**config.mk**
```make
export PLATFORM = sky130hd
export DESIGN_NAME = nvme_host_port
export DESIGN_NICKNAME = d
export VERILOG_FILES = /design/src/nvme_host_pkg.sv /design/src/config_sequencer.sv /design/src/doorbell_writer.sv /design/src/host_controller.sv /design/src/nvme_host_port.sv /design/src/rq_arbiter.sv
export SDC_FILE = /design/constraint.sdc
export NUM_CORES = 1
export LEC_CHECK = 0
export ABC_AREA = 1
export BUFFER_PORTS_ARGS = -buffer_cell sky130_fd_sc_hd__buf_2
export CAP_MARGIN = 20
export CORE_AREA = 8 8 155 157
export CTS_CLUSTER_DIAMETER = 80
export DETAILED_ROUTE_END_ITERATION = 7
export DIE_AREA = 0 0 163 165
export PLACE_DENSITY = 0.65
export SLEW_MARGIN = 20
export SYNTH_ARGS = -nofsm -noshare
export SYNTH_HDL_FRONTEND = slang
export SYNTH_SLANG_ARGS = --single-unit
export TNS_END_PERCENT = 20
```
**constraint.sdc**
```tcl
create_clock -name user_clk -period 3.6 [get_ports user_clk]
set_input_delay 0.18 -clock user_clk [delete_from_list [all_inputs] [get_ports user_clk]]
set_output_delay 0.18 -clock user_clk [all_outputs]
set_load 0.01 [all_outputs]
```
**src/nvme_host_pkg.sv**
```systemverilog
`default_nettype none

package nvme_host_pkg;

  // --------------------
  // Stream widths
  // --------------------
  localparam int C_DATA_WIDTH  = 128;
  localparam int KEEP_WIDTH    = C_DATA_WIDTH / 32;  // One bit per dword
  localparam int RQ_USER_WIDTH = 62;
  localparam int RC_USER_WIDTH = 75;

  typedef logic [C_DATA_WIDTH-1:0]  data_t;
  typedef logic [KEEP_WIDTH-1:0]    keep_t;
  typedef logic [RQ_USER_WIDTH-1:0] rq_user_t;
  typedef logic [RC_USER_WIDTH-1:0] rc_user_t;

  typedef struct packed {
    data_t    data;
    keep_t    keep;
    rq_user_t user;
    logic     last;
  } rq_beat_t;

  typedef struct packed {
    data_t    data;
    keep_t    keep;
    rc_user_t user;
    logic     last;
  } rc_beat_t;

  // --------------------
  // Descriptor fields
  // --------------------
  typedef logic [7:0]  tag_t;
  typedef logic [10:0] dword_count_t;
  typedef logic [2:0]  cpl_status_t;
  typedef logic [3:0]  err_code_t;
  typedef logic [63:0] addr_t;
  typedef logic [9:0]  reg_num_t;
  typedef logic [31:0] dword_t;
  typedef logic [15:0] pcie_id_t;  // Bus/device/function
  typedef logic [15:0] qidx_t;     // Queue pointer as written to a doorbell

  typedef enum logic [3:0] {
    MEM_WR  = 4'd1,
    CFG_WR0 = 4'd10
  } req_type_t;

  localparam pcie_id_t REQUESTER_ID = 16'h0000;  // Root port
  localparam pcie_id_t DEVICE_ID    = 16'h0100;  // Bus 1, device 0, function 0

  localparam reg_num_t    CMD_REG_NUM        = 10'd1;
  localparam logic [15:0] CMD_MEM_BUS_MASTER = 16'h0006;  // Memory space and bus master

  // Doorbell stride 0
  localparam addr_t SQ_TAIL_DB_OFFSET = 64'h1000;
  localparam addr_t CQ_HEAD_DB_OFFSET = 64'h1004;

  localparam logic [3:0] FIRST_BE = 4'hF;

  // --------------------
  // State machines
  // --------------------
  typedef enum logic [1:0] {
    WAIT_LINK,
    CONFIG,
    RUN
  } ctl_state_t;

  typedef enum logic [2:0] {
    IDLE,
    SEND_DESC,
    SEND_DATA,
    WAIT_CPL,
    DONE,
    FAIL
  } cfg_state_t;

  typedef enum logic [1:0] {
    DB_IDLE,
    DB_DESC,
    DB_DATA
  } db_state_t;

  // Descriptor beat of a single-dword request
  function automatic rq_beat_t desc_beat(input addr_t addr, input req_type_t req_type,
                                         input tag_t tag, input pcie_id_t cpl_id,
                                         input logic cpl_id_en);
    rq_beat_t beat;
    beat               = '0;
    beat.data[63:2]    = addr[63:2];
    beat.data[74:64]   = dword_count_t'(1);
    beat.data[78:75]   = req_type;
    beat.data[95:80]   = REQUESTER_ID;
    beat.data[103:96]  = tag;
    beat.data[119:104] = cpl_id;
    beat.data[120]     = cpl_id_en;  // Completer ID enable
    beat.keep          = '1;
    beat.user[3:0]     = FIRST_BE;
    return beat;
  endfunction

  // Payload beat, one dword in the low lane
  function automatic rq_beat_t data_beat(input dword_t value);
    rq_beat_t beat;
    beat            = '0;
    beat.data[31:0] = value;
    beat.keep       = keep_t'(1);
    beat.user[3:0]  = FIRST_BE;
    beat.last       = 1'b1;
    return beat;
  endfunction

endpackage

`default_nettype wire

```
**src/config_sequencer.sv**
```systemverilog
`default_nettype none

module config_sequencer #(
  parameter nvme_host_pkg::addr_t BAR0_BASE = 64'h0000_0010_0000_0000
) (
  input  logic                    user_clk,
  input  logic                    user_reset,

  input  logic                    start_config,
  output logic                    cfg_done,
  output logic                    cfg_error,

  output nvme_host_pkg::rq_beat_t rq_beat,
  output logic                    rq_valid,
  input  logic                    rq_ready,

  input  nvme_host_pkg::rc_beat_t rc_beat,
  input  logic                    rc_valid,
  output logic                    rc_ready
);
  import nvme_host_pkg::*;

  localparam reg_num_t   BAR0_LO_REG = 10'd4;
  localparam reg_num_t   BAR0_HI_REG = 10'd5;
  localparam logic [1:0] ROM_LAST    = 2'd2;

  cfg_state_t  state;
  logic [1:0]  rom_idx;
  tag_t        tag;      // Tag of the outstanding write
  reg_num_t    rom_reg;
  dword_t      rom_data;
  addr_t       cfg_addr;

  err_code_t   rc_err_code;
  cpl_status_t rc_status;
  tag_t        rc_tag;
  logic        cpl_good;

  // --------------------
  // Write ROM
  // --------------------
  always_comb begin
    rom_reg  = CMD_REG_NUM;
    rom_data = dword_t'(CMD_MEM_BUS_MASTER);
    case (rom_idx)
      2'd0: begin
        rom_reg  = BAR0_LO_REG;
        rom_data = BAR0_BASE[31:0];
      end
      2'd1: begin
        rom_reg  = BAR0_HI_REG;
        rom_data = BAR0_BASE[63:32];
      end
      default: ;
    endcase
  end

  // Register number sits in address bits 11:2
  assign cfg_addr = addr_t'({rom_reg, 2'b00});

  assign rq_valid = (state == SEND_DESC) || (state == SEND_DATA);
  assign rq_beat  = (state == SEND_DATA) ? data_beat(rom_data)
                                         : desc_beat(cfg_addr, CFG_WR0, tag, DEVICE_ID, 1'b1);

  // --------------------
  // Completion check
  // --------------------
  assign rc_err_code = rc_beat.data[15:12];
  assign rc_status   = rc_beat.data[45:43];
  assign rc_tag      = rc_beat.data[71:64];
  assign cpl_good    = (rc_err_code == '0) && (rc_status == '0) && (rc_tag == tag);

  assign rc_ready  = (state == WAIT_CPL);
  assign cfg_done  = (state == DONE);
  assign cfg_error = (state == FAIL);

  always_ff @(posedge user_clk) begin
    if (user_reset) begin
      state   <= IDLE;
      rom_idx <= '0;
      tag     <= '0;
    end else begin
      case (state)
        IDLE: begin
          if (start_config) begin
            state   <= SEND_DESC;
            rom_idx <= '0;
            tag     <= '0;
          end
        end
        SEND_DESC: begin
          if (rq_ready) begin
            state <= SEND_DATA;
          end
        end
        SEND_DATA: begin
          if (rq_ready) begin
            state <= WAIT_CPL;
          end
        end
        WAIT_CPL: begin
          if (rc_valid) begin
            if (!cpl_good) begin
              state <= FAIL;
            end else if (rom_idx == ROM_LAST) begin
              state <= DONE;
            end else begin
              state   <= SEND_DESC;  // Next write after this completion
              rom_idx <= rom_idx + 2'd1;
              tag     <= tag + tag_t'(1);
            end
          end
        end
        default: ;  // DONE and FAIL hold until reset
      endcase
    end
  end

  // After the last beat the RQ side stays quiet while the completion is awaited
  assert property (@(posedge user_clk) disable iff (user_reset)
    rq_valid && rq_ready && rq_beat.last |=> state == WAIT_CPL && !rq_valid);

endmodule

`default_nettype wire

```
**src/doorbell_writer.sv**
```systemverilog
`default_nettype none

module doorbell_writer #(
  parameter nvme_host_pkg::addr_t BAR0_BASE = 64'h0000_0010_0000_0000
) (
  input  logic                    user_clk,
  input  logic                    user_reset,

  input  nvme_host_pkg::qidx_t    sq_tail,
  input  nvme_host_pkg::qidx_t    cq_head,
  input  logic [1:0]              db_update,  // [0] SQ, [1] CQ

  output nvme_host_pkg::rq_beat_t rq_beat,
  output logic                    rq_valid,
  input  logic                    rq_ready
);
  import nvme_host_pkg::*;

  db_state_t  state;
  logic [1:0] pending;    // Coalesced updates per queue
  logic [1:0] start_clr;
  logic       start;
  logic       pick_cq;
  logic       cq_sel;     // Queue of the write in flight
  qidx_t      db_value;
  addr_t      db_addr;

  // --------------------
  // Pending and pick
  // --------------------
  assign pick_cq   = !pending[0];  // SQ goes first
  assign start     = (state == DB_IDLE) && (pending != 2'b00);
  assign start_clr = start ? (pick_cq ? 2'b10 : 2'b01) : 2'b00;

  always_ff @(posedge user_clk) begin
    if (user_reset) begin
      pending <= '0;
    end else begin
      // Pointer captured now already holds any update of this cycle
      pending <= (pending | db_update) & ~start_clr;
    end
  end

  always_ff @(posedge user_clk) begin
    if (start) begin
      cq_sel   <= pick_cq;
      db_value <= pick_cq ? cq_head : sq_tail;
    end
  end

  // --------------------
  // Request
  // --------------------
  assign db_addr  = BAR0_BASE + (cq_sel ? CQ_HEAD_DB_OFFSET : SQ_TAIL_DB_OFFSET);
  assign rq_valid = (state != DB_IDLE);
  assign rq_beat  = (state == DB_DATA) ? data_beat(dword_t'(db_value))
                                       : desc_beat(db_addr, MEM_WR, tag_t'(0),
                                                   pcie_id_t'(0), 1'b0);

  always_ff @(posedge user_clk) begin
    if (user_reset) begin
      state <= DB_IDLE;
    end else begin
      case (state)
        DB_IDLE: begin
          if (start) begin
            state <= DB_DESC;
          end
        end
        DB_DESC: begin
          if (rq_ready) begin
            state <= DB_DATA;
          end
        end
        DB_DATA: begin
          if (rq_ready) begin
            state <= DB_IDLE;  // Pending may start the next one
          end
        end
        default: state <= DB_IDLE;
      endcase
    end
  end

endmodule

`default_nettype wire

```
**src/host_controller.sv**
```systemverilog
`default_nettype none

module host_controller #(
  parameter int QUEUE_DEPTH = 16
) (
  input  logic                 user_clk,
  input  logic                 user_reset,

  input  logic                 link_up,
  output logic                 start_config,
  input  logic                 cfg_done,

  input  logic                 submit,
  input  logic                 reap,
  output nvme_host_pkg::qidx_t sq_tail,
  output nvme_host_pkg::qidx_t cq_head,
  output logic [1:0]           db_update   // [0] SQ, [1] CQ
);
  import nvme_host_pkg::*;

  ctl_state_t state;
  logic       q_en;      // Queue strobes accepted
  logic       started;   // Enumeration already kicked off

  // Advance a pointer, wrapping at the queue depth
  function automatic qidx_t step(input qidx_t ptr);
    return (ptr == qidx_t'(QUEUE_DEPTH - 1)) ? qidx_t'(0) : ptr + qidx_t'(1);
  endfunction

  assign q_en = cfg_done && (state != WAIT_LINK);

  // --------------------
  // Link and enumeration
  // --------------------
  always_ff @(posedge user_clk) begin
    if (user_reset) begin
      state        <= WAIT_LINK;
      start_config <= 1'b0;
    end else begin
      start_config <= 1'b0;
      case (state)
        WAIT_LINK: begin
          if (link_up) begin
            state        <= CONFIG;
            start_config <= 1'b1;
          end
        end
        CONFIG: begin
          if (cfg_done) begin
            state <= RUN;
          end
        end
        default: ;  // RUN until reset
      endcase
    end
  end

  // --------------------
  // Queue pointers
  // --------------------
  always_ff @(posedge user_clk) begin
    if (user_reset) begin
      sq_tail   <= '0;
      cq_head   <= '0;
      db_update <= '0;
    end else begin
      db_update <= {reap && q_en, submit && q_en};  // Same cycle as the new pointer
      if (submit && q_en) begin
        sq_tail <= step(sq_tail);
      end
      if (reap && q_en) begin
        cq_head <= step(cq_head);
      end
    end
  end

  always_ff @(posedge user_clk) begin
    if (user_reset) begin
      started <= 1'b0;
    end else if (start_config) begin
      started <= 1'b1;
    end
  end

  // Only one enumeration per reset
  assert property (@(posedge user_clk) disable iff (user_reset)
    start_config |-> !started);

endmodule

`default_nettype wire

```
**src/nvme_host_port.sv**
```systemverilog
`default_nettype none

module nvme_host_port #(
  parameter int                   QUEUE_DEPTH = 16,
  parameter nvme_host_pkg::addr_t BAR0_BASE   = 64'h0000_0010_0000_0000
) (
  input  logic                    user_clk,
  input  logic                    user_reset,
  input  logic                    link_up,

  // Requester request to the core
  output nvme_host_pkg::rq_beat_t rq_beat,
  output logic                    rq_valid,
  input  logic                    rq_ready,

  // Requester completion from the core
  input  nvme_host_pkg::rc_beat_t rc_beat,
  input  logic                    rc_valid,
  output logic                    rc_ready,

  input  logic                    submit,
  input  logic                    reap,
  output logic                    config_done,
  output logic                    config_error
);
  import nvme_host_pkg::*;

  logic       start_config;
  qidx_t      sq_tail;
  qidx_t      cq_head;
  logic [1:0] db_update;

  // --------------------
  // Source to arbiter
  // --------------------
  rq_beat_t cfg_rq_beat;
  logic     cfg_rq_valid;
  logic     cfg_rq_ready;
  rq_beat_t db_rq_beat;
  logic     db_rq_valid;
  logic     db_rq_ready;

  host_controller #(
    .QUEUE_DEPTH (QUEUE_DEPTH)
  ) i_host_controller (
    .user_clk     (user_clk),
    .user_reset   (user_reset),
    .link_up      (link_up),
    .start_config (start_config),
    .cfg_done     (config_done),
    .submit       (submit),
    .reap         (reap),
    .sq_tail      (sq_tail),
    .cq_head      (cq_head),
    .db_update    (db_update)
  );

  config_sequencer #(
    .BAR0_BASE (BAR0_BASE)
  ) i_config_sequencer (
    .user_clk     (user_clk),
    .user_reset   (user_reset),
    .start_config (start_config),
    .cfg_done     (config_done),
    .cfg_error    (config_error),
    .rq_beat      (cfg_rq_beat),
    .rq_valid     (cfg_rq_valid),
    .rq_ready     (cfg_rq_ready),
    .rc_beat      (rc_beat),
    .rc_valid     (rc_valid),
    .rc_ready     (rc_ready)
  );

  doorbell_writer #(
    .BAR0_BASE (BAR0_BASE)
  ) i_doorbell_writer (
    .user_clk   (user_clk),
    .user_reset (user_reset),
    .sq_tail    (sq_tail),
    .cq_head    (cq_head),
    .db_update  (db_update),
    .rq_beat    (db_rq_beat),
    .rq_valid   (db_rq_valid),
    .rq_ready   (db_rq_ready)
  );

  rq_arbiter i_rq_arbiter (
    .user_clk   (user_clk),
    .user_reset (user_reset),
    .cfg_beat   (cfg_rq_beat),
    .cfg_valid  (cfg_rq_valid),
    .cfg_ready  (cfg_rq_ready),
    .db_beat    (db_rq_beat),
    .db_valid   (db_rq_valid),
    .db_ready   (db_rq_ready),
    .rq_beat    (rq_beat),
    .rq_valid   (rq_valid),
    .rq_ready   (rq_ready)
  );

endmodule

`default_nettype wire

```
**src/rq_arbiter.sv**
```systemverilog
`default_nettype none

module rq_arbiter (
  input  logic                    user_clk,
  input  logic                    user_reset,

  input  nvme_host_pkg::rq_beat_t cfg_beat,
  input  logic                    cfg_valid,
  output logic                    cfg_ready,

  input  nvme_host_pkg::rq_beat_t db_beat,
  input  logic                    db_valid,
  output logic                    db_ready,

  output nvme_host_pkg::rq_beat_t rq_beat,
  output logic                    rq_valid,
  input  logic                    rq_ready
);
  import nvme_host_pkg::*;

  logic locked;   // Grant held until last beat
  logic gnt_db;   // 1 selects doorbell writer
  logic sel_db;
  logic req_end;

  // Configurator wins when free
  assign sel_db = locked ? gnt_db : !cfg_valid;

  assign rq_beat   = sel_db ? db_beat : cfg_beat;
  assign rq_valid  = sel_db ? db_valid : cfg_valid;
  assign cfg_ready = rq_ready && !sel_db;
  assign db_ready  = rq_ready && sel_db;
  assign req_end   = rq_valid && rq_ready && rq_beat.last;

  always_ff @(posedge user_clk) begin
    if (user_reset) begin
      locked <= 1'b0;
      gnt_db <= 1'b0;
    end else if (!locked) begin
      if (rq_valid && !req_end) begin  // Lock on a stalled or first beat
        locked <= 1'b1;
        gnt_db <= sel_db;
      end
    end else if (req_end) begin
      locked <= 1'b0;
    end
  end

  // Source must not switch under back-pressure
  assert property (@(posedge user_clk) disable iff (user_reset)
    rq_valid && !rq_ready |=> sel_db == $past(sel_db));

endmodule

`default_nettype wire
```
# Yosys cells after proc, flatten, opt, wreduce, memory -nomap -nowiden
# Index checks and enable logic that the tools add are counted.
# word_totals
input_bits	215
out_inout_bits	199
register_bits	73
# classes
reduce_logical	34
eq_ne	24
muxes	41
addsub	5
n_bitwise	5
# op_table
cell	count
$mux W188	2
$mux W143	1
$add A37 B64 Y64 const A	1
$mux W16	3
$add A16 B1 Y16 const B	2
$eq A16 B4 Y1 const B	2
$mux W8	4
$mux W2	11
$mux W3	7
$ne A2 B2 Y1 const B	8
$pmux W8 S2	1
$pmux W3 S4	1
$logic_and A1 B1 Y1	11
$pmux W5 S2	1
$reduce_and A5 Y1	2
$reduce_bool A2 Y1	5
$add A8 B1 Y8 const B	1
$eq A8 B8 Y1	1
$pmux W2 S2	2
$eq A2 B1 Y1 const B	3
$eq A3 B2 Y1 const B	2
$eq A3 B3 Y1 const B	2
$logic_not A2 Y1	3
$logic_not A3 Y1	2
other kinds (18)	31

# Logic depth before layout (Yosys ltp)
# logic_depth
depth_word	11
mapped_depth	11
depth_no_buf	11

# Cells and area by module
# Synthesis repeated with hierarchy kept, for this count alone.
# hier_totals
cells_unflattened	1665
hier_area_um2	9522.9
# by_module_without_submodules
module	n_inst	area_per_inst_um2	cells_each
rq_arbiter	1	2610.0	655
config_sequencer	1	2512.4	383
doorbell_writer	1	2391.0	310
host_controller	1	2009.4	317

# Worst setup path before layout
# Ideal clock, no wire load.
# synth_timing
kind	register to output
start	register i_config_sequencer.state[1]
end	output rq_beat[131] (netlist bit)
t_arrival_ns	1.423
setup_slack_ns	1.997
stages_incl_launch_ff	10
t_required_ns	3.420
n_path_buf	2
cell_sequence	dfxtp_1 inv_1 nand3_1 nand2_2 nand2_2 nand2_4 nand2_1 buf_2 nand2_1 buf_4
# synth_rtl
item	line_no	rtl
start: declaration	config_sequencer.sv:27	cfg_state_t state;
start signal: assignment	config_sequencer.sv:79	state <= IDLE;
start signal: assignment	config_sequencer.sv:86	state <= SEND_DESC;
start signal: assignment	config_sequencer.sv:93	state <= SEND_DATA;
end: declaration	nvme_host_port.sv:12	output nvme_host_pkg::rq_beat_t rq_beat,

==> metrics <==
crit-path leading delay family simple AND/OR/NAND/NOR gates; hpwl dp 10,700 µm; number of global-route vias before repair around 4,000; Avg WL per Cell 12.0 µm; CTS Buf Count 9; GRT Util Overall 9.11%; RSZ-0062 raised after global routing false; Yosys Warn Count 0; diodes inserted 0; Die X-Extent 163 µm; core box area 21,500 µm²; Cell Count Post-Placement ~1,100; ANT nets after route 0; num rows 54; Top Ports 414; Final setup viols 0; Starting Density 25.4%; CP required 3.42 ns; final RePlAce weighted congestion a little over 0.8; Max-Cap Viols 0; hold_buf cts 0; Seq cells post-synth 73; hold crit path type input pin to register; Post-synth EDFFs 17; total power 2.78 mW; Seq/Total Area, Yosys 29.9%; Cell variety after synth 44; cells along the critical path nand3_2, nand2_2, nand2_2, nand2_4, nand2_1, inv_2, nand2_1, nand4_1, buf_2; fmax 0.414 GHz; final core occ a little over a quarter; H-tree levels 3; DR DRC count 0; crit path max fanout 19; Buf+Inv Stages, Crit Path 2; Die H between 150 and 200 µm; P per Cell Area 491 nW/µm²; Worst Skew around 0.012 ns; Routed WL 13,300 µm; DRT Pass-1 Iters 5; fin. max-slew vios 0; postcts setup bufs 0; fraction of the cycle the final worst path needs 67.2%; CP Class register to output pin; Post-DP Area between 5000 and 6000 µm²; post-route cell area 5650 µm²; Max Root-Sink Buffers 2; CTS root buffer clkbuf_16; DR vias 4,431; CP Launch Type register; Setup WS pre-CTS 1.53 ns; Area Growth Syn to Fin 3.46%; Avg Inst Size Synth 7.06 µm²; clk slew on worst S/H paths approximately 0.06 ns; DRT iter0 DRCs ~240; vias per cell 4.00; synthesized instance count between 700 and 800; crit-path max cell delay 0.49 ns; mapped cell area 5460 µm²; Slew Limit Headroom 53.2%; crit path max-delay cell type dfxtp_1; total gr overflow 0; outcome finished clean; Slew @ Worst Pin 0.701 ns; post-route setup slack 1.18 ns; Final min period 2.42 ns; largest net degree at the start of global routing 36; post-CTS sizing 0; Synth async-reset ratio 0%; Port-buffer cells 60; Setup TNS Final 0 ns; Hold Vio Cnt, Final 0; Hold Slack 0.146 ns; initial antenna violation count 0; die area around 27,000 µm²; share of layout cells above drive strength 1 around 14%; Peak VDD IR 234 µV; # clock sinks 73; Clock Latency Late Sink 0.33 ns; Finished Layout Cells between 1,000 and 1,500; CTS tree done; first-pass GRT wire length 19,900 µm; crit path DAT around 2.2 ns; fin nets 1,044; leakage power 2.53 nW; crit path capture type output pin; top_reg_cell synth dfxtp_1
## power by group
group / leakage (nW) / internal (mW) / switching, mW / total (mW)
logic: 1.78 / 0.308 / 0.720 / 1.03
registers: 0.627 / 0.897 / 0.0598 / 0.957
clock network: 0.128 / 0.466 / 0.325 / 0.791
total: 2.53 / 1.67 / 1.10 / 2.78
## sequential cells by signal (all words and copies together) (netlist names), 2 cells and up
name / count
i_config_sequencer.rom_idx: 2
i_config_sequencer.state: 3
i_config_sequencer.tag: 8
i_doorbell_writer.db_value: 16
i_doorbell_writer.pending: 2
i_doorbell_writer.state: 2
i_host_controller.cq_head: 16
i_host_controller.db_update: 2
i_host_controller.sq_tail: 16
i_host_controller.state: 2
## worst min-delay path: stages
cell and delay [ns]:
buf_2 0.11, nand2_1 0.08, nor2_1 0.05
## cell usage after synthesis (all sizes together) (2+ instances only)
cell / n / area, µm²
inv: 77 / 292
o21ai: 35 / 175
dfxtp: 56 / 1120
a21oi: 41 / 209
nor3: 22 / 120
or2: 5 / 33.8
nor3b: 10 / 85.1
o21a: 2 / 15.0
nand2: 160 / 643
edfxtp: 17 / 510
nor2: 77 / 328
clkbuf: 11 / 41.3
buf: 173 / 1300
nor4: 5 / 31.3
xor2: 4 / 35.0
nand3: 46 / 265
conb: 2 / 7.51
nand4: 17 / 106
ha: 6 / 75.1
## path summary, 6_finish.rpt
kind	from	endpoint	slack, ns	cells after the start
setup / recovery	i_config_sequencer.state[1]$_SDFFE_PP0P_	rq_beat[69]	1.18	9
hold / removal	link_up	i_host_controller.start_config$_SDFF_PP0_	0.15	3
setup reg to reg	i_config_sequencer.state[1]$_SDFFE_PP0P_	i_rq_arbiter.gnt_db$_SDFFE_PP0P_	1.69	9
hold reg to reg	i_rq_arbiter.gnt_db$_SDFFE_PP0P_	i_rq_arbiter.gnt_db$_SDFFE_PP0P_	0.49	2
## cells by family after synthesis
group	after synthesis	share of synthesized area, %
simple gates	343	29.7
buf+inv	262	30.0
compound gates	83	8.06
flops	73	29.9
fa+ha+maj	6	1.37
xor+xnor	5	0.802
other cells	2	0.138
## per-layer routing
layer | GRT usage, % | vias up | routed length (µm)
li1 | - | 2242 | -
met5 | 0 | - | 0
met2 | 15.4 | 191 | 6240
met3 | 2.57 | 8 | 1280
met4 | 1.71 | 0 | 71
met1 | 11.4 | 1990 | 5730
## cells in the final DEF, fill, tap and decap left out, drive strengths merged
| cell | n |
|---|---|
| conb | 160 |
| nand2 | 160 |
| nor2 | 77 |
| inv | 77 |
| buf | 64 |
| dfxtp | 56 |
| nand3 | 46 |
| a21oi | 41 |
| o21ai | 35 |
| nor3 | 22 |
| nand4 | 17 |
| edfxtp | 17 |
| clkbuf | 13 |
| nor3b | 10 |
| ha | 6 |
| nor4 | 5 |
| or2 | 5 |
| xor2 | 4 |
| clkinv | 4 |
| o21a | 2 |
| a21boi | 1 |
| xnor2 | 1 |
| o221ai | 1 |
| o22ai | 1 |
| nand3b | 1 |
| o21bai | 1 |
| o31ai | 1 |
## area by class of cell
| class | count | area, µm² |
|---|---|---|
| fillers | 2400 | 15800 |
| well taps | 280 | 350 |
| multi-input cells | 597 | 2780 |
| flip-flops and latches | 73 | 1630 |
| inverters | 78 | 295 |
| clock buffers | 13 | 240 |
| clock inverters | 3 | 18.8 |
| repair buffers | 64 | 330 |
Note: power is estimated with default switching activity, not from simulation.
